==> src/design/soc_pkg.sv <==
package soc_pkg;

	// Bus widths
	localparam int ARCH_BITS = 32;
	localparam int SEL_BITS = 4;
	localparam int ADDR_BITS = 30;

	typedef enum logic [1:0] {
		PI1_NOP  = 2'd0,
		PI1_WR   = 2'd1,
		PI1_RD   = 2'd2,
		PI1_RDWR = 2'd3
	} pi1_op_e;

	// Slaves in address order
	typedef enum logic [1:0] {
		SLV_INTCTRL = 2'd0,
		SLV_DEVTBL  = 2'd1,
		SLV_RAM     = 2'd2,
		SLV_INVALID = 2'd3
	} slave_idx_e;

	localparam int SLAVE_COUNT = 4;

	// Map sizes in words
	localparam int MAPSZ_INTCTRL = 4;
	localparam int MAPSZ_DEVTBL = 16;
	localparam int MAPSZ_RAM = 256;
	localparam int MAPSZ_INVALID = 1024;

	localparam int BASE_INTCTRL = 0;
	localparam int BASE_DEVTBL = BASE_INTCTRL + MAPSZ_INTCTRL;
	localparam int BASE_RAM = BASE_DEVTBL + MAPSZ_DEVTBL;
	localparam int BASE_INVALID = BASE_RAM + MAPSZ_RAM;

	localparam int DEVID_INTCTRL = 3;
	localparam int DEVID_DEVTBL = 7;
	localparam int DEVID_RAM = 1;
	localparam int DEVID_INVALID = 0;

	// None of the bus slaves raises an interrupt
	localparam logic [SLAVE_COUNT-1:0] USEINTR = '0;

	localparam int DEVTBL_CTRL_WORD = 8;

	localparam int INT_SRC_COUNT = 2;
	localparam int INT_IDX_BITS = $clog2(INT_SRC_COUNT);
	localparam int RAM_IDX_BITS = $clog2(MAPSZ_RAM);

	typedef enum logic [1:0] {
		IC_IDLE,
		IC_DELIVER,
		IC_ACK
	} ic_state_e;

	localparam int RST_CNTR_BITS = 4;
	localparam int RST_STRETCH = 15;

endpackage

==> src/design/reset_ctrl.sv <==
`timescale 1ns/1ps

module reset_ctrl (
	input  logic clk48mhz_i,
	input  logic rst_p,
	input  logic rst_req0_i,
	input  logic rst_req1_i,
	output logic sys_rst_o,
	output logic powered_off_o
);
	import soc_pkg::*;

	logic [RST_CNTR_BITS-1:0] cntr_q;
	logic rst_p_q;
	logic pwr_off_q;
	logic warm_req;
	logic pwr_off_req;

	// Cold reset (both bits) falls back to a warm reset
	assign warm_req = rst_req1_i;
	assign pwr_off_req = rst_req0_i && !rst_req1_i;

	// Delayed rst_p keeps the count full on the first edge out of reset
	always_ff @(posedge clk48mhz_i) begin
		rst_p_q <= rst_p;
	end

	always_ff @(posedge clk48mhz_i) begin
		if (rst_p) begin
			cntr_q <= RST_CNTR_BITS'(RST_STRETCH);
		end else if (rst_p_q || warm_req) begin
			cntr_q <= RST_CNTR_BITS'(RST_STRETCH);
		end else if (cntr_q != '0) begin
			cntr_q <= cntr_q - 1'b1;
		end
	end

	// Power-off holds until the next external reset
	always_ff @(posedge clk48mhz_i) begin
		if (rst_p) begin
			pwr_off_q <= 1'b0;
		end else if (pwr_off_req) begin
			pwr_off_q <= 1'b1;
		end
	end

	assign sys_rst_o = rst_p || (cntr_q != '0) || pwr_off_q;
	assign powered_off_o = pwr_off_q;

endmodule

==> config.mk <==
export PLATFORM = sky130hd
export DESIGN_NAME = reset_ctrl
export DESIGN_NICKNAME = d
export VERILOG_FILES = /design/src/design/soc_pkg.sv /design/src/design/reset_ctrl.sv
export SDC_FILE = /design/constraint.sdc
export NUM_CORES = 1
export LEC_CHECK = 0
export ABC_AREA = 1
export BUFFER_PORTS_ARGS = -buffer_cell sky130_fd_sc_hd__buf_2
export CORE_AREA = 3 3 40 42
export DETAILED_ROUTE_END_ITERATION = 7
export DIE_AREA = 0 0 43 45
export PLACE_DENSITY = 0.36
export SYNTH_ARGS = -nofsm -noshare
export SYNTH_HDL_FRONTEND = slang
export SYNTH_SLANG_ARGS = --single-unit
==> constraint.sdc <==
create_clock -name clk48mhz_i -period 1.4 [get_ports clk48mhz_i]
set_input_delay 0.14 -clock clk48mhz_i [delete_from_list [all_inputs] [get_ports clk48mhz_i]]
set_output_delay 0.14 -clock clk48mhz_i [all_outputs]
set_load 0.01 [all_outputs]
==> results.json <==
{
  "h-tree-depth": 1,
  "vias_per_cell": 3.968,
  "syn_nets": 45,
  "grtUsageTotal": 0.06328,
  "final_area_sq_um": 370.4,
  "p_switching_w": 0.00007389,
  "io_buffer_count": 5,
  "p_int_w": 0.0002838,
  "dpl_cell_area_sq_um": 327.8,
  "hold_viol_final": 0,
  "synth.avg_cell_area_sq_um": 7.283,
  "antenna_found_initial": 0,
  "drt-total-wl_microns": 537,
  "cp_data_required_time_ps": 1260,
  "ff2ff_path_depth": 5,
  "netSwitchingFraction": 0.2066,
  "drt-initial-drc-count": 0,
  "crit_path_max_fanout": 4,
  "drive_gt1_frac": 0.3542,
  "gr-usage-met3": 0.01195,
  "power-per-cell-area_nw_per_um2": 965.8,
  "maxSlewViolCount": 0,
  "area_growth_pct": 30.40,
  "grt_use_met1": 0.06506,
  "clock-sinks": 6,
  "leakagePower_nw": 0.1873,
  "fin_nets": 56,
  "insertion_delay_ps": 240,
  "top_usage_layer": "met2",
  "clock_skew_ps": 2.000,
  "dieArea_sq_um": 1935,
  "cts-root-buf": "clkbuf_4",
  "clockBufferDepth": 2,
  "status": "finished clean",
  "worstMarginPinSlew_ps": 291.2,
  "fin_crit_sh": 0.9281,
  "ir_drop_mv": 0.3364,
  "die_x_microns": 43,
  "final_common_cell": "nand2_1",
  "holdCritPathClass": "in -> reg",
  "fill_cells": 139,
  "setup_slack_ps": 100.6,
  "routedWlPerCell_microns": 8.524,
  "gr-total-overflow": 0,
  "max_slew_margin": 0.8048,
  "core_sq_um": 1285,
  "cap_violations": 0,
  "setup_tns_ps": 0,
  "clkTransAtPathRegs_ps": 40,
  "cp-start-kind": "register",
  "gp_congestion": 0.6993,
  "ios": 6,
  "final_cell_mix": "nand2_1, nand3_1, dfxtp_1",
  "synth_cells": 39,
  "grt_max_degree": 6,
  "vias": 250,
  "n_antenna_cell": 0,
  "worst_hold_slack_ps": 66.47,
  "p_clk_frac": 0.433,
  "dpl_worst_slack_ps": 215.9,
  "cts_buffers": 3,
  "rrSetupSlack_ps": 440,
  "grt_pass1_wl_microns": 862,
  "cts_tree": "yes",
  "power_frac_seq": 0.501,
  "hold_depth": 1,
  "drc": 0,
  "yosysWarningCount": 0,
  "fin_crit_ps": 1299,
  "max_freq_ghz": 0.7696,
  "syn-cell-area_sq_um": 284.0,
  "ctsHoldBuffers": 0,
  "stdcell_count": 63,
  "dp_cells": 59,
  "first_pass_iters": 1,
  "ys_seq_elements": 6,
  "grt_pass1_vias": 240,
  "ys_seq_area_frac": 0.4229,
  "crit_type": "reg -> out",
  "worstPathArrival_ps": 1160,
  "finalSetupViolCount": 0,
  "row_count": 13,
  "grt_util_met2": 0.1018,
  "initial_core_util": 0.2210,
  "worstSetupEndpointType": "output port",
  "synth_cell_type_count": 11,
  "dieHeight_microns": 45,
  "ant_nets": 0,
  "power_frac_comb": 0.066,
  "rsz0062_at_grt": "no"
}
==> state kept, by name (all words and copies together) (netlist names) <==
signal / flops
rst_p_q: 1
cntr_q: 4
powered_off_o: 1
==> layer usage <==
metal / wire length [microns] / vias to the layer above
li1: - / 137
met1: 244 / 109
met2: 278 / 4
met3: 15 / 0
met4: 0 / 0
met5: 0 / -
==> layout make-up <==
type / instances / area (sq um) / share of cell area
multi-input cells: 26 / 150.1 / 0.4054
well taps: 15 / 18.77 / 0.05068
repair buffers: 6 / 32.53 / 0.08784
inverters: 7 / 26.28 / 0.07095
flip-flops and latches: 6 / 120.1 / 0.3243
clock buffers: 3 / 22.52 / 0.06081
==> cell families (layout without fill, tap and decap cells) <==
kind of cell	Yosys count	in the layout	share of synthesized area
flip-flops	6	6	0.4229
buffers and inverters	7	16	0.09249
AND/OR/NAND/NOR	23	23	0.3789
adder cells (fa/ha/maj)	2	2	0.08809
AO/OA/AOI/OAI	1	1	0.01760
==> power groups by stage <==
stage / clock network [W] / logic [W] / registers, W
4_1_cts: 0.000163 / 0.0000222 / 0.000179
3_5_place_dp: 0 / 0.0000209 / 0.000182
6_report: 0.000155 / 0.0000236 / 0.000179
5_1_grt: 0.000169 / 0.0000255 / 0.000180
3_3_place_gp: 0 / 0.0000197 / 0.000182
2_1_floorplan: 0 / 0.00000956 / 0.000183
==> cell usage after synthesis, drive strengths merged <==
cell type  instances  area share
nor2               4       0.070
nand3              6        0.11
dfxtp              6        0.42
inv                7       0.092
nand2             12        0.17
a21oi              1       0.018
nor3               1       0.035
ha                 2       0.088
==> worst paths after layout <==
kind,to,start
max reg2reg,cntr_q[1],cntr_q[1]
min reg2reg,cntr_q[2],rst_p_q
max,sys_rst_o,cntr_q[1]
min,rst_p_q,rst_p
==> metrics by stage <==
stage / util / total power [W]
after global placement: 0.2551 / 0.0002013
after CTS: 0.2824 / 0.0003640
after global routing: 0.2882 / 0.0003742
after floorplan: - / 0.0001922
after detailed placement: 0.2551 / 0.0002030
final: 0.2882 / 0.0003577
==> worst max-delay path: stages (launching register included) <==
cell and delay [ps]:
dfxtp_1 380, inv_2 70, ha_4 170, nand2_2 100, nor2_2 40, nand2_1 40, buf_2 120
==> what timing repair did <==
action,4_1_cts,5_1_grt
gates resized for setup,2,2
setup endpoints to repair,1,1
buffers inserted,0,1
pin swaps,1,0
No activity file was read; power rests on OpenSTA's default activity.
