### src/design/soc_pkg.sv
package soc_pkg;

	// Bus widths
	localparam int ARCH_BITS = 32;
	localparam int SEL_BITS = 4;
	localparam int ADDR_BITS = 30;

	typedef enum logic [1:0] {
		PI1_NOP  = 2'd0,
		PI1_WR   = 2'd1,
		PI1_RD   = 2'd2,
		PI1_RDWR = 2'd3
	} pi1_op_e;

	// Slaves in address order
	typedef enum logic [1:0] {
		SLV_INTCTRL = 2'd0,
		SLV_DEVTBL  = 2'd1,
		SLV_RAM     = 2'd2,
		SLV_INVALID = 2'd3
	} slave_idx_e;

	localparam int SLAVE_COUNT = 4;

	// Map sizes in words
	localparam int MAPSZ_INTCTRL = 4;
	localparam int MAPSZ_DEVTBL = 16;
	localparam int MAPSZ_RAM = 256;
	localparam int MAPSZ_INVALID = 1024;

	localparam int BASE_INTCTRL = 0;
	localparam int BASE_DEVTBL = BASE_INTCTRL + MAPSZ_INTCTRL;
	localparam int BASE_RAM = BASE_DEVTBL + MAPSZ_DEVTBL;
	localparam int BASE_INVALID = BASE_RAM + MAPSZ_RAM;

	localparam int DEVID_INTCTRL = 3;
	localparam int DEVID_DEVTBL = 7;
	localparam int DEVID_RAM = 1;
	localparam int DEVID_INVALID = 0;

	// None of the bus slaves raises an interrupt
	localparam logic [SLAVE_COUNT-1:0] USEINTR = '0;

	localparam int DEVTBL_CTRL_WORD = 8;

	localparam int INT_SRC_COUNT = 2;
	localparam int INT_IDX_BITS = $clog2(INT_SRC_COUNT);
	localparam int RAM_IDX_BITS = $clog2(MAPSZ_RAM);

	typedef enum logic [1:0] {
		IC_IDLE,
		IC_DELIVER,
		IC_ACK
	} ic_state_e;

	localparam int RST_CNTR_BITS = 4;
	localparam int RST_STRETCH = 15;

endpackage

### src/design/dev_table.sv
`timescale 1ns/1ps

module dev_table (
	input  soc_pkg::pi1_op_e             op_i,
	input  logic [soc_pkg::ADDR_BITS-1:0] addr_i,
	input  logic [soc_pkg::ARCH_BITS-1:0] data_i,
	output logic [soc_pkg::ARCH_BITS-1:0] data_o,
	output logic                         rst_req0_o,
	output logic                         rst_req1_o
);
	import soc_pkg::*;

	slave_idx_e slv;
	logic [15:0] dev_id;
	logic [ARCH_BITS-1:0] map_sz;
	logic in_table;
	logic ctrl_wr;

	// Two words per slave, id word then map size word
	assign slv = slave_idx_e'(addr_i[2:1]);
	assign in_table = addr_i < ADDR_BITS'(2 * SLAVE_COUNT);

	always_comb begin
		dev_id = '0;
		map_sz = '0;
		case (slv)
			SLV_INTCTRL: begin
				dev_id = 16'(DEVID_INTCTRL);
				map_sz = ARCH_BITS'(MAPSZ_INTCTRL);
			end
			SLV_DEVTBL: begin
				dev_id = 16'(DEVID_DEVTBL);
				map_sz = ARCH_BITS'(MAPSZ_DEVTBL);
			end
			SLV_RAM: begin
				dev_id = 16'(DEVID_RAM);
				map_sz = ARCH_BITS'(MAPSZ_RAM);
			end
			SLV_INVALID: begin
				dev_id = 16'(DEVID_INVALID);
				map_sz = ARCH_BITS'(MAPSZ_INVALID);
			end
		endcase
	end

	always_comb begin
		data_o = '0;
		if (in_table) begin
			if (addr_i[0]) begin
				data_o = map_sz;
			end else begin
				data_o = {USEINTR[slv], 15'b0, dev_id};
			end
		end
	end

	// Reset requests last only for the write cycle
	assign ctrl_wr = (op_i == PI1_WR || op_i == PI1_RDWR) &&
		(addr_i == ADDR_BITS'(DEVTBL_CTRL_WORD));
	assign rst_req0_o = ctrl_wr && data_i[0];
	assign rst_req1_o = ctrl_wr && data_i[1];

endmodule

### config.mk
export PLATFORM = sky130hd
export DESIGN_NAME = dev_table
export DESIGN_NICKNAME = d
export VERILOG_FILES = /design/src/design/soc_pkg.sv /design/src/design/dev_table.sv
export SDC_FILE = /design/constraint.sdc
export NUM_CORES = 1
export LEC_CHECK = 0
export BUFFER_PORTS_ARGS = -buffer_cell sky130_fd_sc_hd__buf_2
export CAP_MARGIN = 25
export CORE_MARGIN = 2
export CORE_UTILIZATION = 25
export DETAILED_ROUTE_END_ITERATION = 7
export PLACE_DENSITY = 0.84
export SLEW_MARGIN = 20
export SYNTH_ARGS = -nofsm -noshare
export SYNTH_HDL_FRONTEND = slang
export SYNTH_SLANG_ARGS = --single-unit
export TNS_END_PERCENT = 100
### constraint.sdc
create_clock -name vclk -period 0.9
set_input_delay 0 -clock vclk [all_inputs]
set_output_delay 0 -clock vclk [all_outputs]
set_load 0.05 [all_outputs]
==> impl_metrics.csv <==
group,metric,value,unit
floorplanning,core_area,1708,um2
outcome,violations,"setup timing",
logic_synthesis,yosysWarnings,0,
sta,finalSetupViolations,8,
sta,fin_crit_sh,126.9,%
logic_synthesis,synth.most_common_cell,"buf_4",
hold_path,min_path_type,"input pin to primary output",
critical_path,critPathBufInv,3,
routing,routed_wl,1462,um
critical_path,crit_top_cell,"buf_6",
sta,tns,-1.805,ns
logic_synthesis,synthTopCellsByArea,"buf_4, nor4_4, nor3_1",
logic_synthesis,yosys.area.top_type_share,43.58,%
global_route,grt.overflow.total,0,
global_route,grt.total_usage,12.47,%
layout,synthToLayoutAreaGrowth,91.06,%
logic_synthesis,yosysSeqAreaShare,0,%
layout,fin_util,50.11,%
critical_path,slowest_delay,0.31,ns
sta,rsz0062_at_grt,"yes",
critical_path,slowest_stage,"nor4_4",
floorplanning,io_pins,98,
critical_path,path_class,"input pin to primary output",
global_route,grt_pass1_wl,2007,um
floorplanning,initial_utilization,26.23,%
layout,antennaDiodeCount,0,
place,placed_area,666.9,um2
hold_path,hold_depth,4,
place,dp_hpwl,1029,um
layout,clock_buffers,0,
critical_path,required,0.90,ns
critical_path,start_kind,"input pin",
global_route,grt_max_degree,9,
routing,drt_iter0_drc,3,
sta,fin_ws,-0.2418,ns
layout,register_area,0,um2
layout,nets,172,
clocking,ctsHoldBuffers,0,
floorplanning,dieArea,2146,um2
critical_path,path_max_fanout,8,
pwr,cellLeakagePower,0.4335,nW
logic_synthesis,synth_area_per_cell,8.144,um2
layout,layout-drive-gt1-share,64.15,%
flow_run,maxCapViolations,0,
sta,finalCriticalPeriod,1.142,ns
pwr,powerDensity,494.9,nW/um2
sta,drv_slew,0,
sta,holdWs,0.3761,ns
layout,fillers,163,
critical_path,worstPathArrival,1.14,ns
global_route,antenna_found_initial,0,
critical_path,path_delay_family,"simple AND/OR/NAND/NOR gates",
logic_synthesis,synthCells,55,
pwr,vdd_drop_max,0.2624,mV
place,port_buffers,41,
critical_path,cp_cell_sequence,"buf_6 > nor4_4 > nand4_4 > buf_4 > nor3_2 > buf_6",
routing,ant_nets,0,
layout,final_area,855.8,um2
routing,dr.pass1.iters,4,
logic_synthesis,ys_types,17,
floorplanning,die_x,46.33,um
layout,seq_cells,0,
global_route,grt_pass1_vias,489,
outcome,status,"complete, but fails checks",
routing,via_per_inst,4.061,
place,gp_congestion,0.5884,
routing,route.detailed.drc,0,
logic_synthesis,yosys.area.top_type,"buf_4",
logic_synthesis,ys_top_cells_by_count,"buf_4, nor3_1, nor2_1, nor4_1, nor4_4",
routing,dr_total_vias,532,
sta,hold_violations,0,
floorplanning,die_y,46.33,um
floorplanning,rows,15,
critical_path,end_kind,"primary output",
critical_path,cp.depth,6,
sta,fmax,875.8,MHz
routing,wl_per_cell,11.16,um
logic_synthesis,syn_area,447.9,um2
[cell families after synthesis]
logic type,after synthesis,share of synthesized area [%]
buffers and inverters,26,43.58
other,1,0.8372
AO/OA/AOI/OAI,1,1.956
AND/OR/NAND/NOR,26,51.67
XOR/XNOR,1,1.956
[stage by stage]
| stage | power (W) | instances | setup slack, ns |
|---|---|---|---|
| CTS | 0.0004141 | 129 | -0.2698 |
| floorplan | 0.0003589 | 80 | -0.3505 |
| finish | 0.0004236 | 131 | -0.2418 |
| global route | 0.0004449 | 131 | -0.3452 |
| global placement | 0.0003841 | 124 | -0.3341 |
| detailed placement | 0.0003892 | 124 | -0.3784 |
[worst paths after layout]
path,from,to,slack (ns)
hold / removal,op_i[0],rst_req0_o,0.38
setup / recovery,addr_i[14],data_o[10],-0.24
[tightest hold or removal path: stages]
cell and delay [ns]:
buf_2 0.10, nand4_1 0.08, nor3_2 0.05, buf_6 0.14
[routing by layer]
layer,vias to the layer above,global-route usage (%),part of all wire (%)
met3,0,2.353,14
met1,238,12.44,31
li1,249,-,-
met5,-,0,0
met4,0,0,0
met2,45,26.94,55
[final cells by class]
class / count / area, um2 / share of cell area [%]
multi-input cells: 54 / 436.7 / 51.02
repair buffers: 52 / 387.9 / 45.32
well taps: 25 / 31.28 / 3.655
[cell usage in the layout, fill, tap and decap left out]
cell type / count
conb_1: 26
nor4b_4: 1
nor3_2: 4
nor2b_1: 1
xor2_1: 1
nor2_1: 3
or4bb_1: 1
nor3_4: 3
buf_4: 10
a211o_1: 1
nand4b_1: 1
nand4_1: 2
buf_12: 1
buf_2: 27
nor4_2: 1
nand4_4: 1
nand3_2: 1
nand3_1: 1
buf_6: 14
nand2_1: 1
nor4_4: 5
[where the power goes]
part	leakage (nW)	total, W	internal [W]	switching, W
Clock	0	0	0	0
Combinational	0.434	0.000424	0.000102	0.000321
Sequential	0	0	0	0
[repair_timing]
| item | CTS | global route |
|---|---|---|
| buffers inserted | 5 | 2 |
| gates resized for setup | 26 | 1 |
| endpoints found under the setup margin | 8 | 8 |
| pin swaps | 13 | 2 |
(Power assumes the default switching activity.)
