===== config.mk =====
export PLATFORM = sky130hd
export DESIGN_NAME = int_ctrl
export DESIGN_NICKNAME = d
export VERILOG_FILES = /design/src/design/soc_pkg.sv /design/src/design/int_ctrl.sv
export SDC_FILE = /design/constraint.sdc
export NUM_CORES = 1
export LEC_CHECK = 0
export ABC_CLOCK_PERIOD_IN_PS = 3300
export BUFFER_PORTS_ARGS = -buffer_cell sky130_fd_sc_hd__buf_2
export CAP_MARGIN = 25
export CORE_UTILIZATION = 27
export DETAILED_ROUTE_END_ITERATION = 12
export MAX_ROUTING_LAYER = met4
export PLACE_DENSITY = 0.84
export SLEW_MARGIN = 40
export SYNTH_ARGS = -nofsm -noshare
export SYNTH_HDL_FRONTEND = slang
export SYNTH_SLANG_ARGS = --single-unit

===== constraint.sdc =====
create_clock -name clk48mhz_i -period 3.3 [get_ports clk48mhz_i]
set_clock_uncertainty 0.1 [all_clocks]
set_input_delay 0.165 -clock clk48mhz_i [delete_from_list [all_inputs] [get_ports clk48mhz_i]]
set_output_delay 0.165 -clock clk48mhz_i [all_outputs]
set_load 0.05 [all_outputs]

===== src/design/soc_pkg.sv =====
package soc_pkg;

	// Bus widths
	localparam int ARCH_BITS = 32;
	localparam int SEL_BITS = 4;
	localparam int ADDR_BITS = 30;

	typedef enum logic [1:0] {
		PI1_NOP  = 2'd0,
		PI1_WR   = 2'd1,
		PI1_RD   = 2'd2,
		PI1_RDWR = 2'd3
	} pi1_op_e;

	// Slaves in address order
	typedef enum logic [1:0] {
		SLV_INTCTRL = 2'd0,
		SLV_DEVTBL  = 2'd1,
		SLV_RAM     = 2'd2,
		SLV_INVALID = 2'd3
	} slave_idx_e;

	localparam int SLAVE_COUNT = 4;

	// Map sizes in words
	localparam int MAPSZ_INTCTRL = 4;
	localparam int MAPSZ_DEVTBL = 16;
	localparam int MAPSZ_RAM = 256;
	localparam int MAPSZ_INVALID = 1024;

	localparam int BASE_INTCTRL = 0;
	localparam int BASE_DEVTBL = BASE_INTCTRL + MAPSZ_INTCTRL;
	localparam int BASE_RAM = BASE_DEVTBL + MAPSZ_DEVTBL;
	localparam int BASE_INVALID = BASE_RAM + MAPSZ_RAM;

	localparam int DEVID_INTCTRL = 3;
	localparam int DEVID_DEVTBL = 7;
	localparam int DEVID_RAM = 1;
	localparam int DEVID_INVALID = 0;

	// None of the bus slaves raises an interrupt
	localparam logic [SLAVE_COUNT-1:0] USEINTR = '0;

	localparam int DEVTBL_CTRL_WORD = 8;

	localparam int INT_SRC_COUNT = 2;
	localparam int INT_IDX_BITS = $clog2(INT_SRC_COUNT);
	localparam int RAM_IDX_BITS = $clog2(MAPSZ_RAM);

	typedef enum logic [1:0] {
		IC_IDLE,
		IC_DELIVER,
		IC_ACK
	} ic_state_e;

	localparam int RST_CNTR_BITS = 4;
	localparam int RST_STRETCH = 15;

endpackage


===== src/design/int_ctrl.sv =====
`timescale 1ns/1ps

module int_ctrl (
	input  logic                             clk48mhz_i,
	input  logic                             sys_rst_i,

	input  soc_pkg::pi1_op_e                 op_i,
	input  logic [soc_pkg::ADDR_BITS-1:0]     addr_i,
	input  logic [soc_pkg::ARCH_BITS-1:0]     data_i,
	output logic [soc_pkg::ARCH_BITS-1:0]     data_o,

	input  logic [soc_pkg::INT_SRC_COUNT-1:0] int_src_i,
	output logic [soc_pkg::INT_SRC_COUNT-1:0] int_src_ack_o,
	output logic                             int_rqst_o,
	input  logic                             int_ack_i
);
	import soc_pkg::*;

	ic_state_e state_q;
	logic [INT_IDX_BITS-1:0] cur_src_q;
	logic [INT_IDX_BITS-1:0] pick;
	logic [INT_SRC_COUNT-1:0] mask_q;
	logic [INT_SRC_COUNT-1:0] pending;
	logic reg_wr;

	assign pending = int_src_i & mask_q;
	assign reg_wr = op_i == PI1_WR || op_i == PI1_RDWR;

	// Lowest numbered pending source wins
	always_comb begin
		pick = '0;
		for (int k = INT_SRC_COUNT - 1; k >= 0; k--) begin
			if (pending[k]) begin
				pick = INT_IDX_BITS'(k);
			end
		end
	end

	always_ff @(posedge clk48mhz_i) begin
		if (sys_rst_i) begin
			state_q <= IC_IDLE;
			cur_src_q <= '0;
		end else begin
			case (state_q)
				IC_IDLE: begin
					if (pending != '0) begin
						state_q <= IC_DELIVER;
						cur_src_q <= pick;
					end
				end
				IC_DELIVER: begin
					// Wait for the destination to take it
					if (int_ack_i) begin
						state_q <= IC_ACK;
					end
				end
				IC_ACK: state_q <= IC_IDLE;
				default: state_q <= IC_IDLE;
			endcase
		end
	end

	// Enable mask at word 1
	always_ff @(posedge clk48mhz_i) begin
		if (sys_rst_i) begin
			mask_q <= '1;
		end else if (reg_wr && addr_i == ADDR_BITS'(1)) begin
			mask_q <= data_i[INT_SRC_COUNT-1:0];
		end
	end

	assign int_rqst_o = state_q == IC_DELIVER;

	// Source ack is a single cycle pulse out of IC_ACK
	always_comb begin
		int_src_ack_o = '0;
		if (state_q == IC_ACK) begin
			int_src_ack_o[cur_src_q] = 1'b1;
		end
	end

	always_comb begin
		data_o = '0;
		if (addr_i == ADDR_BITS'(0)) begin
			data_o = ARCH_BITS'(cur_src_q);
		end else if (addr_i == ADDR_BITS'(1)) begin
			data_o = ARCH_BITS'(mask_q);
		end
	end

endmodule


==> flow_metrics.tcl, run 1 <==
set metrics [dict create \
    worstSetupStartpointType "input pin" \
    synth_top_area_share_pct 41.00 \
    seq_area_um2 100.1 \
    clockRootBuffer "clkbuf_4" \
    fp-row-count 15 \
    cp.arrival_ps 1690 \
    r2r-start "state_q[1]" \
    drv_cap 0 \
    die_area_um2 2219 \
    cp_max_fo 2 \
    core_region_area_um2 1821 \
    hp-start "int_src_i[0]" \
    synthTopCellsByArea "buf_4, dfxtp_1, nor4_1" \
    r2r_slack_ps 2190 \
    cts_tree "yes" \
    place.gp.congestion 0.7264 \
    total_power_mw 0.2560 \
    slew_violations 0 \
    via_per_inst 4.057 \
    dieHeight_um 47.11 \
    grt_pass1_wl_um 1649 \
    first_global_vias 467 \
    cts_setup_buffers 0 \
    wire_per_inst_um 8.514 \
    grt_util_all_layers_pct 11.14 \
    diodes 0 \
    path_clk_slew_ps 40 \
    layout_common_cells "buf_2, conb_1, nor2_1" \
    ctsResizeCount 0 \
    period_needed_ps 1950 \
    vias 568 \
    drive_above_1_share_pct 41.74 \
    setup.worst_path.class "input pin to primary output" \
    grt_max_degree 8 \
    netlist_instances 70 \
    cp.required_ps 3030 \
    hold_buffers 0 \
    finalSetupTns_ps 0 \
    antenna_found_initial 0 \
    max-vdd-ir-drop_mv 0.1486 \
    dp_hpwl_um 1085 \
    ys_types 20 \
    finalHoldViolCount 0 \
    drc_errors 0 \
    r2r_cells 3 \
    hold-worst-slack_ps 59.83 \
    max_freq_ghz 0.5128 \
    port_buffers 42 \
    final_common_cell "buf_2" \
    rsz0062_at_grt "no" \
    hold_depth 2 \
    leakagePower_nw 0.3824 \
    die_x_um 47.11 \
    syn_area_per_cell_um2 7.847 \
    r2r_end "cur_src_q" \
    cts_made_buffers 3 \
    fin_nets 185 \
    seq_area_frac_synth_pct 18.22 \
    clk_path_buf_depth 2 \
    clock_latency_ps 240 \
    synthesis.area_um2 549.3 \
    fill_cells 192 \
    start_util_pct 30.17 \
    first_pass_iters 4 \
    wl_um 1192 \
    post-route-util_pct 38.49 \
    synth_warnings 0 \
    yosysTopAreaCell "buf_4" \
    area_growth_pct 27.56 \
    hp-class "input pin to register" \
    end_kind "primary output" \
    postRouteAntennaNets 0 \
    multi_input_area_um2 329.1 \
    period_share_pct 59.09 \
    outcome "completed" \
    first_iter_violations 7 \
    synth_seq_cells 5 \
    grt_remaining_overflow 0 \
    hold_end "cur_src_q" \
    cts.sinks 5 \
    power.density_nw_per_um2 365.4 \
    htreeDepth 1 \
    pin_count 104 \
    setup-violations-final 0 \
]
per-layer routing:
layer  vias up  share of wire (%)  wire, um  track usage, %
met2        45                 57       679           21.94
met3         0                 10       125           3.462
li1        276                  -         -               -
met4         0                  0         0           6.286
met5         -                  0         0               -
met1       247                 33       388           8.736
where the power goes:
group          switching [mW]  leakage, nW  internal (mW)  total, mW
registers             0.00234       0.0409         0.0636     0.0659
logic                  0.0965        0.327         0.0239      0.120
clock network          0.0240       0.0150         0.0456     0.0697
state kept, by name (all words and copies together) (netlist names):
name / flops
cur_src_q: 1
state_q: 2
mask_q: 2
worst max-delay path: stages:
cell and delay [ps]:
buf_2 90, or4_4 530, or4_4 430, nor3_1 170, buf_2 290
cells in the mapped netlist (all sizes together):
| cell | number |
|---|---|
| and3b | 1 |
| nor2b | 1 |
| nor4 | 6 |
| nor3 | 3 |
| inv | 1 |
| nor3b | 2 |
| a311oi | 1 |
| a21oi | 1 |
| nand2 | 2 |
| nand3 | 2 |
| nor2 | 6 |
| a32oi | 1 |
| conb | 1 |
| nand4 | 1 |
| dfxtp | 5 |
| or4 | 2 |
| buf | 30 |
| a31oi | 1 |
| mux2i | 3 |
kinds of logic (layout without fill, tap and decap cells):
kind of cell	Yosys count	in the layout	synth area share, %
AOI/OAI and AO/OA	4	4	5.240
DFF	5	5	18.22
other	1	30	0.6827
buffers and inverters	31	47	41.69
muxes	3	3	5.467
and+or+nand+nor	26	26	28.70
how the worst max path moves through the flow:
stage | slack [ps] | startpoint | to
finish | 1350 | addr_i[16] | data_o[0]
global route | 1290 | addr_i[16] | data_o[0]
CTS | 1340 | addr_i[16] | data_o[0]
detailed placement | 1340 | addr_i[16] | data_o[0]
global placement | 1350 | addr_i[16] | data_o[0]
floorplan | 820 | addr_i[16] | data_o[0]
layout make-up:
class | count | share of cell area [%]
multi-input combinational | 63 | 46.96
timing repair buffer | 42 | 30.00
sequential | 5 | 14.29
tap | 25 | 4.464
clock buffer | 4 | 3.750
inverter | 1 | 0.5357
through the flow:
stage               cells  area (um^2)  setup slack [ps]
finish                140        700.7              1350
global route          140        700.7              1294
CTS                   140        700.7              1339
detailed placement    136        674.4              1339
global placement      136        674.4              1349
floorplan              99        658.1             820.9
(Power assumes the default switching activity.)
==> run 2: changes to the inputs <==
Settings changed: ABC_CLOCK_PERIOD_IN_PS 3300 to 1700, CORE_UTILIZATION 27 to 23, PLACE_DENSITY 0.84 to 0.76.
Clock period 3.3 ns to 1.7 ns, I/O delays scaled along.
==> run 2 against run 1 <==
- sequential cell count is the same
- count of clock-buffer cells in the layout unchanged
- via count is 2.6% higher
- largest cell class unchanged
- first-iteration DRC count fell by 57%
- highest routed layer is now met4
- non-clock buffer count grew 6
- worst setup slack got worse by 1300 ps
==> flow_metrics.tcl, run 2 (synthesis gave the netlist of run 1 again) <==
set metrics [dict create \
    critPathMaxStageDelay_ps 530 \
    fin_nets 191 \
    core_region_area_um2 2233 \
    grt_max_degree 8 \
    outcome "completed" \
    port_buffers 42 \
    final_area_um2 792.0 \
    finalHoldViolCount 0 \
    wire_per_inst_um 8.356 \
    first_global_vias 531 \
    fp-row-count 17 \
    cp_max_fo 2 \
    diodes 0 \
    pin_count 104 \
    power.density_nw_per_um2 635.3 \
    clock_latency_ps 230 \
    placed_cells 142 \
    r2r_slack_ps 550 \
    endpoint "data_o[0]" \
    fill_cells 243 \
    cts.sinks 5 \
    end_kind "primary output" \
    r2r_end "cur_src_q" \
    cts_made_buffers 3 \
    cp.arrival_ps 1480 \
    htreeDepth 1 \
    hold-worst-slack_ps 16.52 \
    setup-violations-final 0 \
    die_area_um2 2588 \
    max-vdd-ir-drop_mv 0.2656 \
    cp_slowest_cell "or4_4" \
    vias 583 \
    hp-class "input pin to register" \
    period_needed_ps 1667 \
    rsz0062_at_grt "yes" \
    worstSetupStartpointType "input pin" \
    instances_no_fill 149 \
    grt_use_met2_pct 20.89 \
    period_share_pct 98.05 \
    cp_num_cells 5 \
    grt.busiest_layer "met2" \
    antenna_found_initial 0 \
    clockRootBuffer "clkbuf_4" \
    drv_cap 0 \
    cp.buffers_inverters 2 \
    first_iter_violations 3 \
    r2r_cells 3 \
    first_pass_iters 4 \
    largestRegisters "mask_q: 2 flops, state_q: 2 flops, cur_src_q: 1 flops" \
    r2r-start "state_q[1]" \
    die_x_um 50.87 \
    slew_violations 0 \
    postRouteAntennaNets 0 \
    use_met3_pct 5.655 \
    area_growth_pct 44.19 \
    start_util_pct 24.59 \
    path_clk_slew_ps 40 \
    grt_use_met1_pct 7.527 \
    critPathMostFrequentCell "or4_4" \
    setup_slack_ps 33.11 \
    max_freq_ghz 0.5999 \
    via_per_inst 3.913 \
    setup.worst_path.class "input pin to primary output" \
    cp_cell_sequence "buf_2 -> or4_4 -> or4_4 -> nor3_4 -> buf_6" \
    cp.required_ps 1510 \
    startpoint "addr_i[16]" \
    clk_path_buf_depth 2 \
    grt_pass1_wl_um 1945 \
    leakagePower_nw 0.4243 \
    drc_errors 0 \
    final_common_cell "buf_2" \
    place_area_um2 723.2 \
    crit_family "simple AND/OR/NAND/NOR gates" \
    dp_hpwl_um 1019 \
    wl_um 1245 \
    place_ws_ps -56.09 \
    cts_tree "yes" \
    grt_remaining_overflow 0 \
    drive_above_1_share_pct 43.80 \
    cts_setup_buffers 0 \
    place.gp.congestion 0.6832 \
    grt_util_all_layers_pct 10.58 \
    finalSetupTns_ps 0 \
    dieHeight_um 50.87 \
    layout_common_cells "buf_2, conb_1, nor2_1" \
]
[run 2: worst reg2reg max path, cell delays in order, from the launching register on]
cell,delay (ps)
dfxtp_1,330
nor2_1,230
a31oi_1,130
a311oi_1,260
[run 2: cell type report]
| type | instances | area [um^2] | area share, % |
|---|---|---|---|
| clock buffers | 4 | 26.28 | 3.318 |
| multi-input cells | 63 | 351.6 | 44.39 |
| repair buffers | 48 | 275.3 | 34.76 |
| inverters | 1 | 3.754 | 0.4739 |
| flip-flops and latches | 5 | 100.1 | 12.64 |
| well taps | 28 | 35.03 | 4.423 |
[run 2: report_power, final]
group	internal, mW	switching [mW]
logic	0.0518	0.191
clock network	0.0883	0.0426
registers	0.124	0.00551
[run 2: through the flow]
step	utilization (%)	total power [mW]
after detailed placement	32.38	0.3658
after CTS	35.13	0.5058
after global routing	35.46	0.5299
after floorplan	-	0.3662
after global placement	32.38	0.3629
final	35.46	0.5032
[run 2: how the worst min path moves through the flow]
stage,startpoint,to,slack (ps),depth (start not counted)
floorplan,sys_rst_i,state_q[0],50,1
global placement,int_src_i[0],cur_src_q,210,2
detailed placement,int_src_i[0],cur_src_q,230,2
CTS,data_i[1],mask_q[1],7,3
global route,data_i[0],mask_q[0],30,3
finish,data_i[1],mask_q[1],20,3
[run 2: per-layer routing]
layer / vias up / wire length (um)
li1: 289 / -
met1: 259 / 417
met2: 33 / 692
met3: 2 / 111
met4: 0 / 24
met5: - / 0
[run 2: repair_timing]
action                     4_1_cts  5_1_grt
setup endpoints to repair        2        2
hold buffers                     3        0
pin swaps                        0        0
hold endpoints to repair         3        0
gates resized for setup          2        2
