### src/design/soc_pkg.sv
package soc_pkg;

	// Bus widths
	localparam int ARCH_BITS = 32;
	localparam int SEL_BITS = 4;
	localparam int ADDR_BITS = 30;

	typedef enum logic [1:0] {
		PI1_NOP  = 2'd0,
		PI1_WR   = 2'd1,
		PI1_RD   = 2'd2,
		PI1_RDWR = 2'd3
	} pi1_op_e;

	// Slaves in address order
	typedef enum logic [1:0] {
		SLV_INTCTRL = 2'd0,
		SLV_DEVTBL  = 2'd1,
		SLV_RAM     = 2'd2,
		SLV_INVALID = 2'd3
	} slave_idx_e;

	localparam int SLAVE_COUNT = 4;

	// Map sizes in words
	localparam int MAPSZ_INTCTRL = 4;
	localparam int MAPSZ_DEVTBL = 16;
	localparam int MAPSZ_RAM = 256;
	localparam int MAPSZ_INVALID = 1024;

	localparam int BASE_INTCTRL = 0;
	localparam int BASE_DEVTBL = BASE_INTCTRL + MAPSZ_INTCTRL;
	localparam int BASE_RAM = BASE_DEVTBL + MAPSZ_DEVTBL;
	localparam int BASE_INVALID = BASE_RAM + MAPSZ_RAM;

	localparam int DEVID_INTCTRL = 3;
	localparam int DEVID_DEVTBL = 7;
	localparam int DEVID_RAM = 1;
	localparam int DEVID_INVALID = 0;

	// None of the bus slaves raises an interrupt
	localparam logic [SLAVE_COUNT-1:0] USEINTR = '0;

	localparam int DEVTBL_CTRL_WORD = 8;

	localparam int INT_SRC_COUNT = 2;
	localparam int INT_IDX_BITS = $clog2(INT_SRC_COUNT);
	localparam int RAM_IDX_BITS = $clog2(MAPSZ_RAM);

	typedef enum logic [1:0] {
		IC_IDLE,
		IC_DELIVER,
		IC_ACK
	} ic_state_e;

	localparam int RST_CNTR_BITS = 4;
	localparam int RST_STRETCH = 15;

endpackage

### src/design/pi1_router.sv
`timescale 1ns/1ps

module pi1_router (
	input  logic                         sys_rst_i,

	// Master side
	input  soc_pkg::pi1_op_e             op_i,
	input  logic [soc_pkg::ADDR_BITS-1:0] addr_i,
	input  logic [soc_pkg::ARCH_BITS-1:0] data_i,
	input  logic [soc_pkg::SEL_BITS-1:0]  sel_i,
	output logic [soc_pkg::ARCH_BITS-1:0] data_o,
	output logic                         rdy_o,

	// Slave side
	output soc_pkg::pi1_op_e             intc_op_o,
	output soc_pkg::pi1_op_e             devtbl_op_o,
	output soc_pkg::pi1_op_e             ram_op_o,
	output logic [soc_pkg::ADDR_BITS-1:0] slv_addr_o,
	output logic [soc_pkg::ARCH_BITS-1:0] slv_data_o,
	output logic [soc_pkg::SEL_BITS-1:0]  slv_sel_o,
	input  logic [soc_pkg::ARCH_BITS-1:0] intc_data_i,
	input  logic [soc_pkg::ARCH_BITS-1:0] devtbl_data_i,
	input  logic [soc_pkg::ARCH_BITS-1:0] ram_data_i
);
	import soc_pkg::*;

	slave_idx_e sel_idx;
	logic [ADDR_BITS-1:0] base;
	logic below_devtbl;
	logic below_ram;
	logic below_invalid;
	logic bus_en;

	// Region boundaries come straight from the package map
	assign below_devtbl = addr_i < ADDR_BITS'(BASE_DEVTBL);
	assign below_ram = addr_i < ADDR_BITS'(BASE_RAM);
	assign below_invalid = addr_i < ADDR_BITS'(BASE_INVALID);

	always_comb begin
		if (below_devtbl) begin
			sel_idx = SLV_INTCTRL;
			base = ADDR_BITS'(BASE_INTCTRL);
		end else if (below_ram) begin
			sel_idx = SLV_DEVTBL;
			base = ADDR_BITS'(BASE_DEVTBL);
		end else if (below_invalid) begin
			sel_idx = SLV_RAM;
			base = ADDR_BITS'(BASE_RAM);
		end else begin
			// Everything from the invalid base upward, past its end too
			sel_idx = SLV_INVALID;
			base = ADDR_BITS'(BASE_INVALID);
		end
	end

	// Nothing reaches a slave while the system sits in reset
	assign bus_en = !sys_rst_i;

	// All slaves answer in the request cycle
	assign rdy_o = bus_en;

	assign slv_addr_o = addr_i - base;
	assign slv_data_o = data_i;
	assign slv_sel_o = sel_i;

	always_comb begin
		intc_op_o = PI1_NOP;
		devtbl_op_o = PI1_NOP;
		ram_op_o = PI1_NOP;
		if (bus_en) begin
			case (sel_idx)
				SLV_INTCTRL: intc_op_o = op_i;
				SLV_DEVTBL: devtbl_op_o = op_i;
				SLV_RAM: ram_op_o = op_i;
				default: begin
					// Invalid device drops writes
				end
			endcase
		end
	end

	// Read data return, invalid device reads as zero
	always_comb begin
		case (sel_idx)
			SLV_INTCTRL: data_o = intc_data_i;
			SLV_DEVTBL: data_o = devtbl_data_i;
			SLV_RAM: data_o = ram_data_i;
			default: data_o = '0;
		endcase
	end

endmodule

### config.mk
export PLATFORM = sky130hd
export DESIGN_NAME = pi1_router
export DESIGN_NICKNAME = d
export VERILOG_FILES = /design/src/design/soc_pkg.sv /design/src/design/pi1_router.sv
export SDC_FILE = /design/constraint.sdc
export NUM_CORES = 1
export LEC_CHECK = 0
export ABC_AREA = 1
export ABC_CLOCK_PERIOD_IN_PS = 4100
export BUFFER_PORTS_ARGS = -buffer_cell sky130_fd_sc_hd__buf_2
export CORE_AREA = 2 2 106 108
export DETAILED_ROUTE_END_ITERATION = 8
export DIE_AREA = 0 0 108 110
export PLACE_DENSITY_LB_ADDON = 0.25
export RECOVER_POWER = 100
export SLEW_MARGIN = 40
export SYNTH_ARGS = -nofsm -noshare
export SYNTH_HDL_FRONTEND = slang
export SYNTH_SLANG_ARGS = --single-unit
export TNS_END_PERCENT = 5
### constraint.sdc
create_clock -name vclk -period 4.1
set_clock_uncertainty 0.05 [all_clocks]
set_input_delay 0.205 -clock vclk [all_inputs]
set_output_delay 0.205 -clock vclk [all_outputs]
set_load 0.02 [all_outputs]
==> Flow_metrics.wiki, run 1 <==
{| class="wikitable"
! Metric !! Value
|-
| Run status || finished clean
|-
| Register area || 0 sq um
|-
| Number of global-route vias before repair || between 2000 and 3000
|-
| Number of gates resized after CTS || 0
|-
| Slack of the critical path || between 1000 and 1500 ps
|-
| Number of antenna diodes || 0
|-
| Total Neg Setup Slack || 0 ps
|-
| Net Switching || 0.106 mW
|-
| Simple-gate portion of the synthesized area || around 64%
|-
| RePlAce Congestion || roughly 0.90
|-
| Overall fraction of global-route tracks in use || approximately 13%
|-
| Count of warnings emitted by yosys || 0
|-
| Vias || between 3000 and 4000
|-
| Area of the mapped netlist || about 0.0021 sq mm
|-
| Pin count of the biggest net entering global routing || 35
|-
| Worst hold stages || 0
|-
| RSZ-0062 raised after global routing || false
|-
| Endpoint of the worst hold-timing path || slv_data_o[13]
|-
| DRC Markers || 0
|-
| Top-Level Pins || between 200 and 300
|-
| FMAX || approximately 320 MHz
|-
| Ratio of routed vias to standard cells || 4.46
|-
| Kind of end point of the critical path || output pin
|-
| Portion of total power attributed to sequential cells || 0%
|-
| Number of pins with negative max-slew slack in the final report || 0
|-
| Number of antenna violations at the first check in global routing || 0
|-
| Remaining antenna violation count || 0
|-
| Post-synthesis cell count || a little over 400
|-
| Synthesized-area fraction occupied by xor and xnor cells || under 10%
|-
| Crit path DAT || roughly 2800 ps
|-
| Total wire length after detailed routing || 8.71 mm
|-
| Hold-fix buffers at CTS || 0
|-
| Post-layout minimum cycle time || just over 3000 ps
|-
| Worst rel slew slack || under 10%
|-
| Iteration-0 DRC count of the detailed router || about 140
|-
| Share of synthesized area occupied by flip-flops and latches || 0%
|-
| Post-synthesis share of cell area spent on full adders, half adders and majority gates || under 10%
|-
| Detailed Place HPWL || between 7 and 8 mm
|-
| DR pass1 iterations || 4
|-
| Finish-stage setup viols || 0
|-
| Metal-1 WL || 3.49 mm
|-
| Mean area per synthesized cell || 5.19 sq um
|-
| Number of fillers in the final layout || roughly 1300
|-
| Core Rows || 38
|-
| Min-Delay Path Class || input pin to output pin
|-
| Share of final-layout standard cells stronger than drive strength 1 || between 20% and 30%
|-
| Die span in y || 110 um
|-
| Area growth syn-to-layout || 32.5%
|-
| Dominant combinational cell family by area after synthesis || simple AND/OR/NAND/NOR gates
|-
| Highest metal layer with signal wires || met4
|-
| Number of max-cap violations || 0
|-
| Die Outline Area || 0.0119 sq mm
|-
| Initial core utilization || around a fifth
|-
| Count of flip-flops and latches || 0
|-
| # port buffers || ~190
|-
| Fin. Hold Viols || 0
|-
| Number of nets in the finished design || 728
|-
| Part of the cycle the worst path needs || 75.5%
|-
| Global-route wire length before repair || between 10 and 15 mm
|-
| Share of the synthesized area in compound gates (AO/OA/AOI/OAI) || about 1.6%
|-
| Data required time at the worst endpoint || between 3000 and 4000 ps
|-
| Die width || roughly 110 um
|-
| Slew at the pin closest to its max-slew limit || approximately 1500 ps
|-
| Clock share of power || 0%
|-
| Number of nets produced by synthesis || around 580
|-
| Buffers inserted during post-CTS setup optimization || 0
|-
| Static leakage power || 1.44 nW
|-
| Combinational Power Share || 100.0%
|-
| Pint || between 0.07 and 0.08 mW
|-
| Routed wl met3 || 804 um
|-
| Detailed route wirelength on metal2 || roughly 4.3 mm
|-
| Number of clock buffer instances in the layout || 0
|-
| Worst setup path class || input pin to output pin
|-
| Distinct cell type count after synthesis || 24
|-
| Switching power as a share of total power || 59.4%
|-
| Routed length per instance || 12.5 um
|-
| Maximum resistive drop on vdd || between 0.02 and 0.03 mV
|-
| Mux cell area share after synthesis || 0%
|-
| Overflow left after global routing || 0
|-
| Areal power density over the cells || 62.9 mW/mm^2
|-
| Pre-CTS worst setup slack || 1080 ps
|-
| Top fanout value on the critical path || 34
|-
| Kind of launch point of the worst setup path || input pin
|-
| Core region area || 0.0107 sq mm
|-
| Hold path start || data_i[13]
|}
placed cells by master, fill, tap and decap left out:
cell type,count
sky130_fd_sc_hd__nand3b_1,1
sky130_fd_sc_hd__xnor2_1,3
sky130_fd_sc_hd__nor2_2,3
sky130_fd_sc_hd__o21ai_0,5
sky130_fd_sc_hd__nand3_1,117
sky130_fd_sc_hd__nor3_1,3
sky130_fd_sc_hd__nand3_2,2
sky130_fd_sc_hd__nor2_4,6
sky130_fd_sc_hd__ha_1,4
sky130_fd_sc_hd__a21oi_1,2
sky130_fd_sc_hd__buf_2,134
sky130_fd_sc_hd__nand4_1,6
sky130_fd_sc_hd__clkbuf_1,61
sky130_fd_sc_hd__nand2_1,91
sky130_fd_sc_hd__inv_2,2
sky130_fd_sc_hd__nand2_4,1
sky130_fd_sc_hd__nand2_2,8
sky130_fd_sc_hd__buf_4,3
sky130_fd_sc_hd__and2_1,2
sky130_fd_sc_hd__nor2_1,51
sky130_fd_sc_hd__inv_1,38
sky130_fd_sc_hd__xor2_1,14
routing by layer:
metal	vias up	GRT usage, %
met5	-	0
met4	0	1.74
met3	12	2.65
met2	156	24.0
met1	1350	15.6
li1	1589	-
worst max path at each step:
stage               start              to  slack, ps  depth (start not counted)
2_1_floorplan  addr_i[13]  slv_addr_o[19]       1560                         13
3_3_place_gp   addr_i[13]  slv_addr_o[21]       1160                         15
3_5_place_dp   addr_i[13]  slv_addr_o[21]       1080                         15
4_1_cts        addr_i[13]  slv_addr_o[21]       1080                         15
5_1_grt        addr_i[14]  slv_addr_o[21]        590                         15
6_report       addr_i[14]  slv_addr_o[21]       1000                         15
power groups by stage:
stage	Sequential, mW	Clock (mW)	Combinational, mW
4_1_cts	0	0	0.184
6_report	0	0	0.179
3_5_place_dp	0	0	0.183
2_1_floorplan	0	0	0.136
3_3_place_gp	0	0	0.183
5_1_grt	0	0	0.197
layout make-up:
class,instances,area [sq um],share of cell area [%]
multi-input combinational,319,1590,56.1
timing repair buffer,198,922,32.5
inverter,40,150,5.29
tap,140,175,6.17
cell families (layout without fill, tap and decap cells):
kind of cell	count (synthesis)	after routing
AND/OR/NAND/NOR	291	291
adder cells (fa/ha/maj)	4	4
AO/OA/AOI/OAI	7	7
XOR/XNOR	17	17
buffers and inverters	94	238
critical path: stages:
cell	delay [ps]
sky130_fd_sc_hd__buf_2	120
sky130_fd_sc_hd__nor2_1	240
sky130_fd_sc_hd__nand2_2	90
sky130_fd_sc_hd__nor2_1	130
sky130_fd_sc_hd__nand3_1	130
sky130_fd_sc_hd__nor2_4	90
sky130_fd_sc_hd__buf_4	330
sky130_fd_sc_hd__ha_1	400
sky130_fd_sc_hd__a21oi_1	220
sky130_fd_sc_hd__nand2_1	80
sky130_fd_sc_hd__nor2_1	200
sky130_fd_sc_hd__nand3_1	150
sky130_fd_sc_hd__o21ai_0	200
sky130_fd_sc_hd__nand2_1	80
sky130_fd_sc_hd__clkbuf_1	170
synthesized netlist by cell type:
| cell | n | share of area, % |
|---|---|---|
| sky130_fd_sc_hd__nand3_1 | 117 | 27 |
| sky130_fd_sc_hd__nand2_1 | 90 | 16 |
| sky130_fd_sc_hd__nor2_1 | 49 | 8.6 |
| sky130_fd_sc_hd__buf_4 | 39 | 14 |
| sky130_fd_sc_hd__inv_1 | 38 | 6.7 |
| sky130_fd_sc_hd__xor2_1 | 14 | 5.7 |
| sky130_fd_sc_hd__nand2_2 | 9 | 2.6 |
| sky130_fd_sc_hd__buf_2 | 8 | 1.9 |
| sky130_fd_sc_hd__nand4_1 | 6 | 1.8 |
| sky130_fd_sc_hd__nor2_4 | 6 | 3.2 |
| sky130_fd_sc_hd__nor2_2 | 5 | 1.5 |
| sky130_fd_sc_hd__o21ai_0 | 5 | 1.2 |
| sky130_fd_sc_hd__clkbuf_1 | 4 | 0.70 |
| sky130_fd_sc_hd__ha_1 | 4 | 2.3 |
| sky130_fd_sc_hd__buf_6 | 3 | 1.6 |
| sky130_fd_sc_hd__xnor2_1 | 3 | 1.2 |
| sky130_fd_sc_hd__a21oi_1 | 2 | 0.47 |
| sky130_fd_sc_hd__and2_1 | 2 | 0.58 |
| sky130_fd_sc_hd__inv_2 | 2 | 0.35 |
| sky130_fd_sc_hd__nand3_2 | 2 | 0.93 |
| sky130_fd_sc_hd__nor3_1 | 2 | 0.47 |
| sky130_fd_sc_hd__nand2_4 | 1 | 0.53 |
| sky130_fd_sc_hd__nand3b_1 | 1 | 0.35 |
| sky130_fd_sc_hd__nor3_4 | 1 | 0.76 |
per-stage QoR:
| step | utilization [%] | power (mW) | instance area, sq um | instances | hold WS [ps] |
|---|---|---|---|---|---|
| after global routing | 26.5 | 0.197 | 2840 | 697 | 360 |
| after CTS | 27.5 | 0.184 | 2940 | 697 | 360 |
| after floorplan | - | 0.136 | 2140 | 413 | 452 |
| after global placement | 27.5 | 0.183 | 2940 | 697 | 360 |
| after detailed placement | 27.5 | 0.183 | 2940 | 697 | 360 |
| final | 26.5 | 0.179 | 2840 | 697 | 360 |
No activity file was read; power rests on OpenSTA's default activity.
==> run 2, diff against run 1 <==
--- a/config.mk
+++ b/config.mk
@@ -6,11 +6,11 @@
 export NUM_CORES = 1
 export LEC_CHECK = 0
 export ABC_AREA = 1
-export ABC_CLOCK_PERIOD_IN_PS = 4100
+export ABC_CLOCK_PERIOD_IN_PS = 2850
 export BUFFER_PORTS_ARGS = -buffer_cell sky130_fd_sc_hd__buf_2
-export CORE_AREA = 2 2 106 108
+export CORE_AREA = 2 2 104 106
 export DETAILED_ROUTE_END_ITERATION = 8
-export DIE_AREA = 0 0 108 110
+export DIE_AREA = 0 0 106 108
 export PLACE_DENSITY_LB_ADDON = 0.25
 export RECOVER_POWER = 100
 export SLEW_MARGIN = 40
==> constraint.sdc (replaced) <==
create_clock -name vclk -period 2.85
set_clock_uncertainty 0.05 [all_clocks]
set_input_delay 0.1425 -clock vclk [all_inputs]
set_output_delay 0.1425 -clock vclk [all_outputs]
set_load 0.02 [all_outputs]
==> run 2 against run 1 <==
  * Clock-buffer cell count stayed put
  * Wire length increased by 4.2%
  * First-iteration DRC count is 34% higher
  * Final cell count decreased by 0.43%
  * Highest routed layer unchanged
==> Flow_metrics.wiki, run 2 (same netlist as run 1, synthesis figures left out) <==
{| class="wikitable"
! Metric !! Value
|-
| Remaining antenna violation count || 0
|-
| Initial core utilization || between 20% and 30%
|-
| Critical Path Slowest Stage Cell || sky130_fd_sc_hd__ha_1
|-
| Share of final-layout standard cells stronger than drive strength 1 || a little under a third
|-
| Core Rows || 37
|-
| Top-Level Pins || 270
|-
| Number of antenna diodes || 0
|-
| DR pass1 iterations || 4
|-
| Core region area || around 0.010 sq mm
|-
| Data required time at the worst endpoint || approximately 2700 ps
|-
| Static leakage power || roughly 1.5 nW
|-
| Min-Delay Path Class || input pin to output pin
|-
| Run status || finished clean
|-
| Number of antenna violations at the first check in global routing || 0
|-
| Die span in y || ~110 um
|-
| FMAX || between 300 and 400 MHz
|-
| Worst rel slew slack || 52.3%
|-
| Top library cells by usage in the layout, fill and taps aside || sky130_fd_sc_hd__buf_2, sky130_fd_sc_hd__nand3_1, sky130_fd_sc_hd__nand2_1
|-
| Kind of end point of the critical path || output pin
|-
| Maximum resistive drop on vdd || 0.0440 mV
|-
| Number of buffers and inverters on the critical path || 4
|-
| Number of clock buffer instances in the layout || 0
|-
| Part of the cycle the worst path needs || ~91%
|-
| Number of gates resized after CTS || 0
|-
| Kind of launch point of the worst setup path || input pin
|-
| Total Neg Setup Slack || 0 ps
|-
| RePlAce Congestion || between 0.8 and 0.9
|-
| Global-route wire length before repair || 14.0 mm
|-
| Pin count of the biggest net entering global routing || 34
|-
| Kind of cell adding the most delay to the critical path || simple AND/OR/NAND/NOR gates
|-
| Count of flip-flops and latches || 0
|-
| Max stage delay on crit path || between 200 and 250 ps
|-
| Finish-stage setup viols || 0
|-
| Top fanout value on the critical path || 5
|-
| Ratio of routed vias to standard cells || between 4 and 5
|-
| Worst setup path class || input pin to output pin
|-
| Crit path DAT || ~2400 ps
|-
| Total wire length after detailed routing || slightly above 9 mm
|-
| Area growth syn-to-layout || 34.3%
|-
| Post-layout minimum cycle time || 2580 ps
|-
| Most frequent cell on the critical path || sky130_fd_sc_hd__nand2_1
|-
| Design Power || about 0.26 mW
|-
| DRC Markers || 0
|-
| Buffers inserted during post-CTS setup optimization || 0
|-
| Number of max-cap violations || 0
|-
| Number of nets in the finished design || ~730
|-
| Slew at the pin closest to its max-slew limit || around 720 ps
|-
| Number of global-route vias before repair || approximately 3000
|-
| Die width || 106 um
|-
| Worst hold slack across all endpoints || 235 ps
|-
| RSZ-0062 raised after global routing || false
|-
| Die Outline Area || roughly 0.011 sq mm
|-
| Pre-CTS worst setup slack || just over 200 ps
|-
| Register area || 0 sq um
|-
| Hold-fix buffers at CTS || 0
|-
| Vias || roughly 3200
|-
| Iteration-0 DRC count of the detailed router || roughly 190
|-
| Slack of the critical path || approximately 270 ps
|-
| Overall fraction of global-route tracks in use || ~15%
|-
| Routed length per instance || roughly 13 um
|-
| Number of pins with negative max-slew slack in the final report || 0
|-
| Overflow left after global routing || 0
|-
| Number of fillers in the final layout || 1249
|-
| Cells along the critical path || buf_2 > nor2_2 > nand2_1 > nor2_4 > nand2_2 > nor3_4 > inv_1 > ha_1 > ha_1 > inv_1 > nand2_1 > nand3_1 > nand2_1 > nand2_2 > nor2_1 > nand2_1 > nand2_1 > nand2_1 > clkbuf_2
|-
| Detailed Place HPWL || between 7 and 8 mm
|-
| # port buffers || approximately 190
|-
| Most common cell after layout, fill and taps aside || sky130_fd_sc_hd__buf_2
|-
| Areal power density over the cells || about 91 mW/mm^2
|-
| Fin. Hold Viols || 0
|}
run 2: report_power, final:
group          switching [mW]  internal [mW]
Combinational           0.155          0.108
Sequential                  0              0
Clock                       0              0
Total                   0.155          0.108
run 2: final cells by class:
cell class | count | area, sq um | area share (%)
inverters | 40 | 150 | 5.22
repair buffers | 199 | 941 | 32.7
well taps | 136 | 170 | 5.91
multi-input cells | 319 | 1620 | 56.2
run 2: layer usage:
metal	vias up	global-route usage, %	wire length, um
li1	1591	-	-
met1	1394	17.0	3530
met2	160	27.9	4640
met3	12	2.41	775
met4	0	2.73	124
met5	-	0	0
run 2: final timing paths:
path                       start        endpoint  cells past startpoint
worst max-delay path  addr_i[23]  slv_addr_o[12]                     19
worst min-delay path  data_i[19]  slv_data_o[19]                      0
run 2: through the flow:
| stage | util, % | area (sq um) | std cells |
|---|---|---|---|
| after floorplan | - | 2140 | 413 |
| after global placement | 28.7 | 2940 | 694 |
| after detailed placement | 28.7 | 2940 | 694 |
| after CTS | 28.7 | 2940 | 694 |
| after global routing | 28.1 | 2880 | 694 |
| final | 28.1 | 2880 | 694 |
==> run 3, diff against run 2 <==
--- a/config.mk
+++ b/config.mk
@@ -5,12 +5,11 @@
 export SDC_FILE = /design/constraint.sdc
 export NUM_CORES = 1
 export LEC_CHECK = 0
-export ABC_AREA = 1
 export ABC_CLOCK_PERIOD_IN_PS = 2850
 export BUFFER_PORTS_ARGS = -buffer_cell sky130_fd_sc_hd__buf_2
-export CORE_AREA = 2 2 104 106
+export CORE_AREA = 2 2 105 107
 export DETAILED_ROUTE_END_ITERATION = 8
-export DIE_AREA = 0 0 106 108
+export DIE_AREA = 0 0 107 109
 export PLACE_DENSITY_LB_ADDON = 0.25
 export RECOVER_POWER = 100
 export SLEW_MARGIN = 40
==> run 3 against run 2 <==
  * Critical path type unchanged
  * Flip-flop and latch count did not move
  * Synthesized area fell by 6.5%
  * Design area rose by 19%
  * The run now ends with setup timing left
  * Non-clock buffer count rose by 43
  * Clock-buffer cell count did not move
==> Flow_metrics.wiki, run 3 <==
{| class="wikitable"
! Metric !! Value
|-
| Run status || complete, but fails checks
|-
| Violated checks || setup timing
|-
| Fin. Hold Viols || 0
|-
| Share of the synthesized area in compound gates (AO/OA/AOI/OAI) || between 30 and 40%
|-
| Number of antenna violations at the first check in global routing || 0
|-
| Vias || 3094
|-
| Maximum resistive drop on vdd || about 0.071 mV
|-
| Mux cell area share after synthesis || 0%
|-
| Top-Level Pins || 270
|-
| Remaining antenna violation count || 0
|-
| Number of fillers in the final layout || ~1200
|-
| Static leakage power || between 1 and 1.5 nW
|-
| Non-filler cells in the finished layout || a little over 600
|-
| Die Outline Area || approximately 0.012 sq mm
|-
| Number of nets in the finished design || around 650
|-
| Hold-fix buffers at CTS || 0
|-
| Worst rel slew slack || 59.6%
|-
| Number of global-route vias before repair || 2939
|-
| Most common cell after layout, fill and taps aside || sky130_fd_sc_hd__buf_2
|-
| Synth top area cells || sky130_fd_sc_hd__a221oi_1, sky130_fd_sc_hd__buf_4, sky130_fd_sc_hd__nand2_1, sky130_fd_sc_hd__xor2_1, sky130_fd_sc_hd__clkbuf_1
|-
| Overflow left after global routing || 0
|-
| Detailed Place HPWL || between 7 and 8 mm
|-
| Leading cell type by number of instances after synthesis || sky130_fd_sc_hd__nand2_1
|-
| Slack of the critical path || -299 ps
|-
| Ratio of routed vias to standard cells || between 4 and 5
|-
| Min-Delay Path Class || input pin to output pin
|-
| Core region area || 0.0106 sq mm
|-
| Finish-stage setup viols || 22
|-
| Count of warnings emitted by yosys || 0
|-
| Distinct cell type count after synthesis || 33
|-
| Synth area leader || sky130_fd_sc_hd__a221oi_1
|-
| Top library cells by usage in the layout, fill and taps aside || sky130_fd_sc_hd__buf_2, sky130_fd_sc_hd__nand2_1, sky130_fd_sc_hd__a221oi_1
|-
| Total wire length after detailed routing || between 9 and 10 mm
|-
| Area of the mapped netlist || 0.00200 sq mm
|-
| Startpoint of the worst setup timing path || addr_i[21]
|-
| Pre-CTS worst setup slack || -472 ps
|-
| Worst setup path class || input pin to output pin
|-
| Mean area per synthesized cell || between 6 and 7 sq um
|-
| Kind of launch point of the worst setup path || input pin
|-
| Top fanout value on the critical path || 12
|-
| Area share of the leading cell type in the synthesized netlist || between 20% and 30%
|-
| Share of synthesized area occupied by flip-flops and latches || 0%
|-
| Area growth syn-to-layout || 70.9%
|-
| Kind of end point of the critical path || output pin
|-
| Worst hold slack across all endpoints || approximately 240 ps
|-
| Number of pins with negative max-slew slack in the final report || 0
|-
| Iteration-0 DRC count of the detailed router || 221
|-
| Crit path DAT || between 2000 and 3000 ps
|-
| Data required time at the worst endpoint || approximately 2700 ps
|-
| Slew at the pin closest to its max-slew limit || around 610 ps
|-
| Number of clock buffer instances in the layout || 0
|-
| Core Rows || 38
|-
| RePlAce Congestion || 0.807
|-
| Part of the cycle the worst path needs || 110%
|-
| Initial core utilization || 18.9%
|-
| RSZ-0062 raised after global routing || true
|-
| Simple-gate portion of the synthesized area || between 20% and 30%
|-
| Global-route wire length before repair || ~14 mm
|-
| Number of nets produced by synthesis || around 480
|-
| Post-synthesis share of cell area spent on full adders, half adders and majority gates || approximately 2.5%
|-
| Die span in y || between 100 and 150 um
|-
| Synthesized-area fraction occupied by xor and xnor cells || between 10% and 20%
|-
| Routed length per instance || approximately 15 um
|-
| Hold path start || data_i[22]
|-
| # port buffers || a little under 200
|-
| Dominant combinational cell family by area after synthesis || compound AO/OA/AOI/OAI gates
|-
| Overall fraction of global-route tracks in use || approximately 14%
|-
| Post-layout minimum cycle time || ~3100 ps
|-
| Commonest cells post-synth || sky130_fd_sc_hd__nand2_1, sky130_fd_sc_hd__a221oi_1, sky130_fd_sc_hd__buf_4
|-
| DRC Markers || 0
|-
| Share of final-layout standard cells stronger than drive strength 1 || around half
|-
| Number of antenna diodes || 0
|-
| Post-synthesis cell count || 307
|-
| Die width || ~110 um
|-
| Count of placed standard cells including taps || between 600 and 700
|-
| Register area || 0 sq um
|-
| DR pass1 iterations || 4
|-
| Areal power density over the cells || 109 mW/mm^2
|-
| Count of flip-flops and latches || 0
|-
| FMAX || around 320 MHz
|-
| Pin count of the biggest net entering global routing || 36
|-
| Number of max-cap violations || 0
|-
| Design Power || approximately 0.37 mW
|}
-- run 3: per-stage QoR --
stage	util, %	setup TNS (ps)	cell area (sq um)
2_1_floorplan	-	-8400	2180
3_3_place_gp	31.0	-7510	3290
3_5_place_dp	31.0	-7850	3290
4_1_cts	31.6	-6030	3350
5_1_grt	32.3	-7160	3420
6_report	32.3	-4790	3420
-- run 3: cell type report --
cell class / count / area (sq um) / area share [%]
multi-input combinational: 231 / 1860 / 54.3
timing repair buffer: 242 / 1360 / 39.8
tap: 140 / 175 / 5.12
inverter: 7 / 26.3 / 0.768
-- run 3: logic make-up (layout without fill, tap and decap cells) --
family | count (synthesis) | after routing
fa+ha+maj | 4 | 4
simple gates | 118 | 118
buf+inv | 76 | 249
compound gates | 84 | 84
xor+xnor | 25 | 25
-- run 3: worst paths after layout --
check	end	slack, ps	cells past startpoint
min	slv_data_o[22]	240	0
max	slv_addr_o[26]	-300	12
-- run 3: timing repair --
item,4_1_cts,5_1_grt
buffers inserted,0,1
pin swaps,9,16
endpoints found under the hold margin,0,0
resized for setup,20,23
setup endpoints to repair,23,24
-- run 3: critical path, cell delays in order --
cell and delay (ps):
sky130_fd_sc_hd__buf_6 90, sky130_fd_sc_hd__or4_4 520, sky130_fd_sc_hd__nand2b_4 160, sky130_fd_sc_hd__or3_4 410
sky130_fd_sc_hd__nor3_4 170, sky130_fd_sc_hd__ha_4 230, sky130_fd_sc_hd__nor2b_4 120, sky130_fd_sc_hd__o31a_1 320
sky130_fd_sc_hd__buf_12 160, sky130_fd_sc_hd__nor4b_4 270, sky130_fd_sc_hd__xor2_1 190, sky130_fd_sc_hd__buf_4 170
-- run 3: power breakdown --
group / internal [mW] / switching (mW) / total [mW]
Clock: 0 / 0 / 0
Sequential: 0 / 0 / 0
Combinational: 0.177 / 0.196 / 0.373
Total: 0.177 / 0.196 / 0.373
-- run 3: metal layers --
metal | wire [um] | vias up | GRT usage (%)
met1 | 3470 | 1440 | 15.5
met2 | 4830 | 164 | 27.5
met4 | 72 | 0 | 1.48
met3 | 958 | 10 | 3.53
met5 | 0 | - | 0
li1 | - | 1480 | -
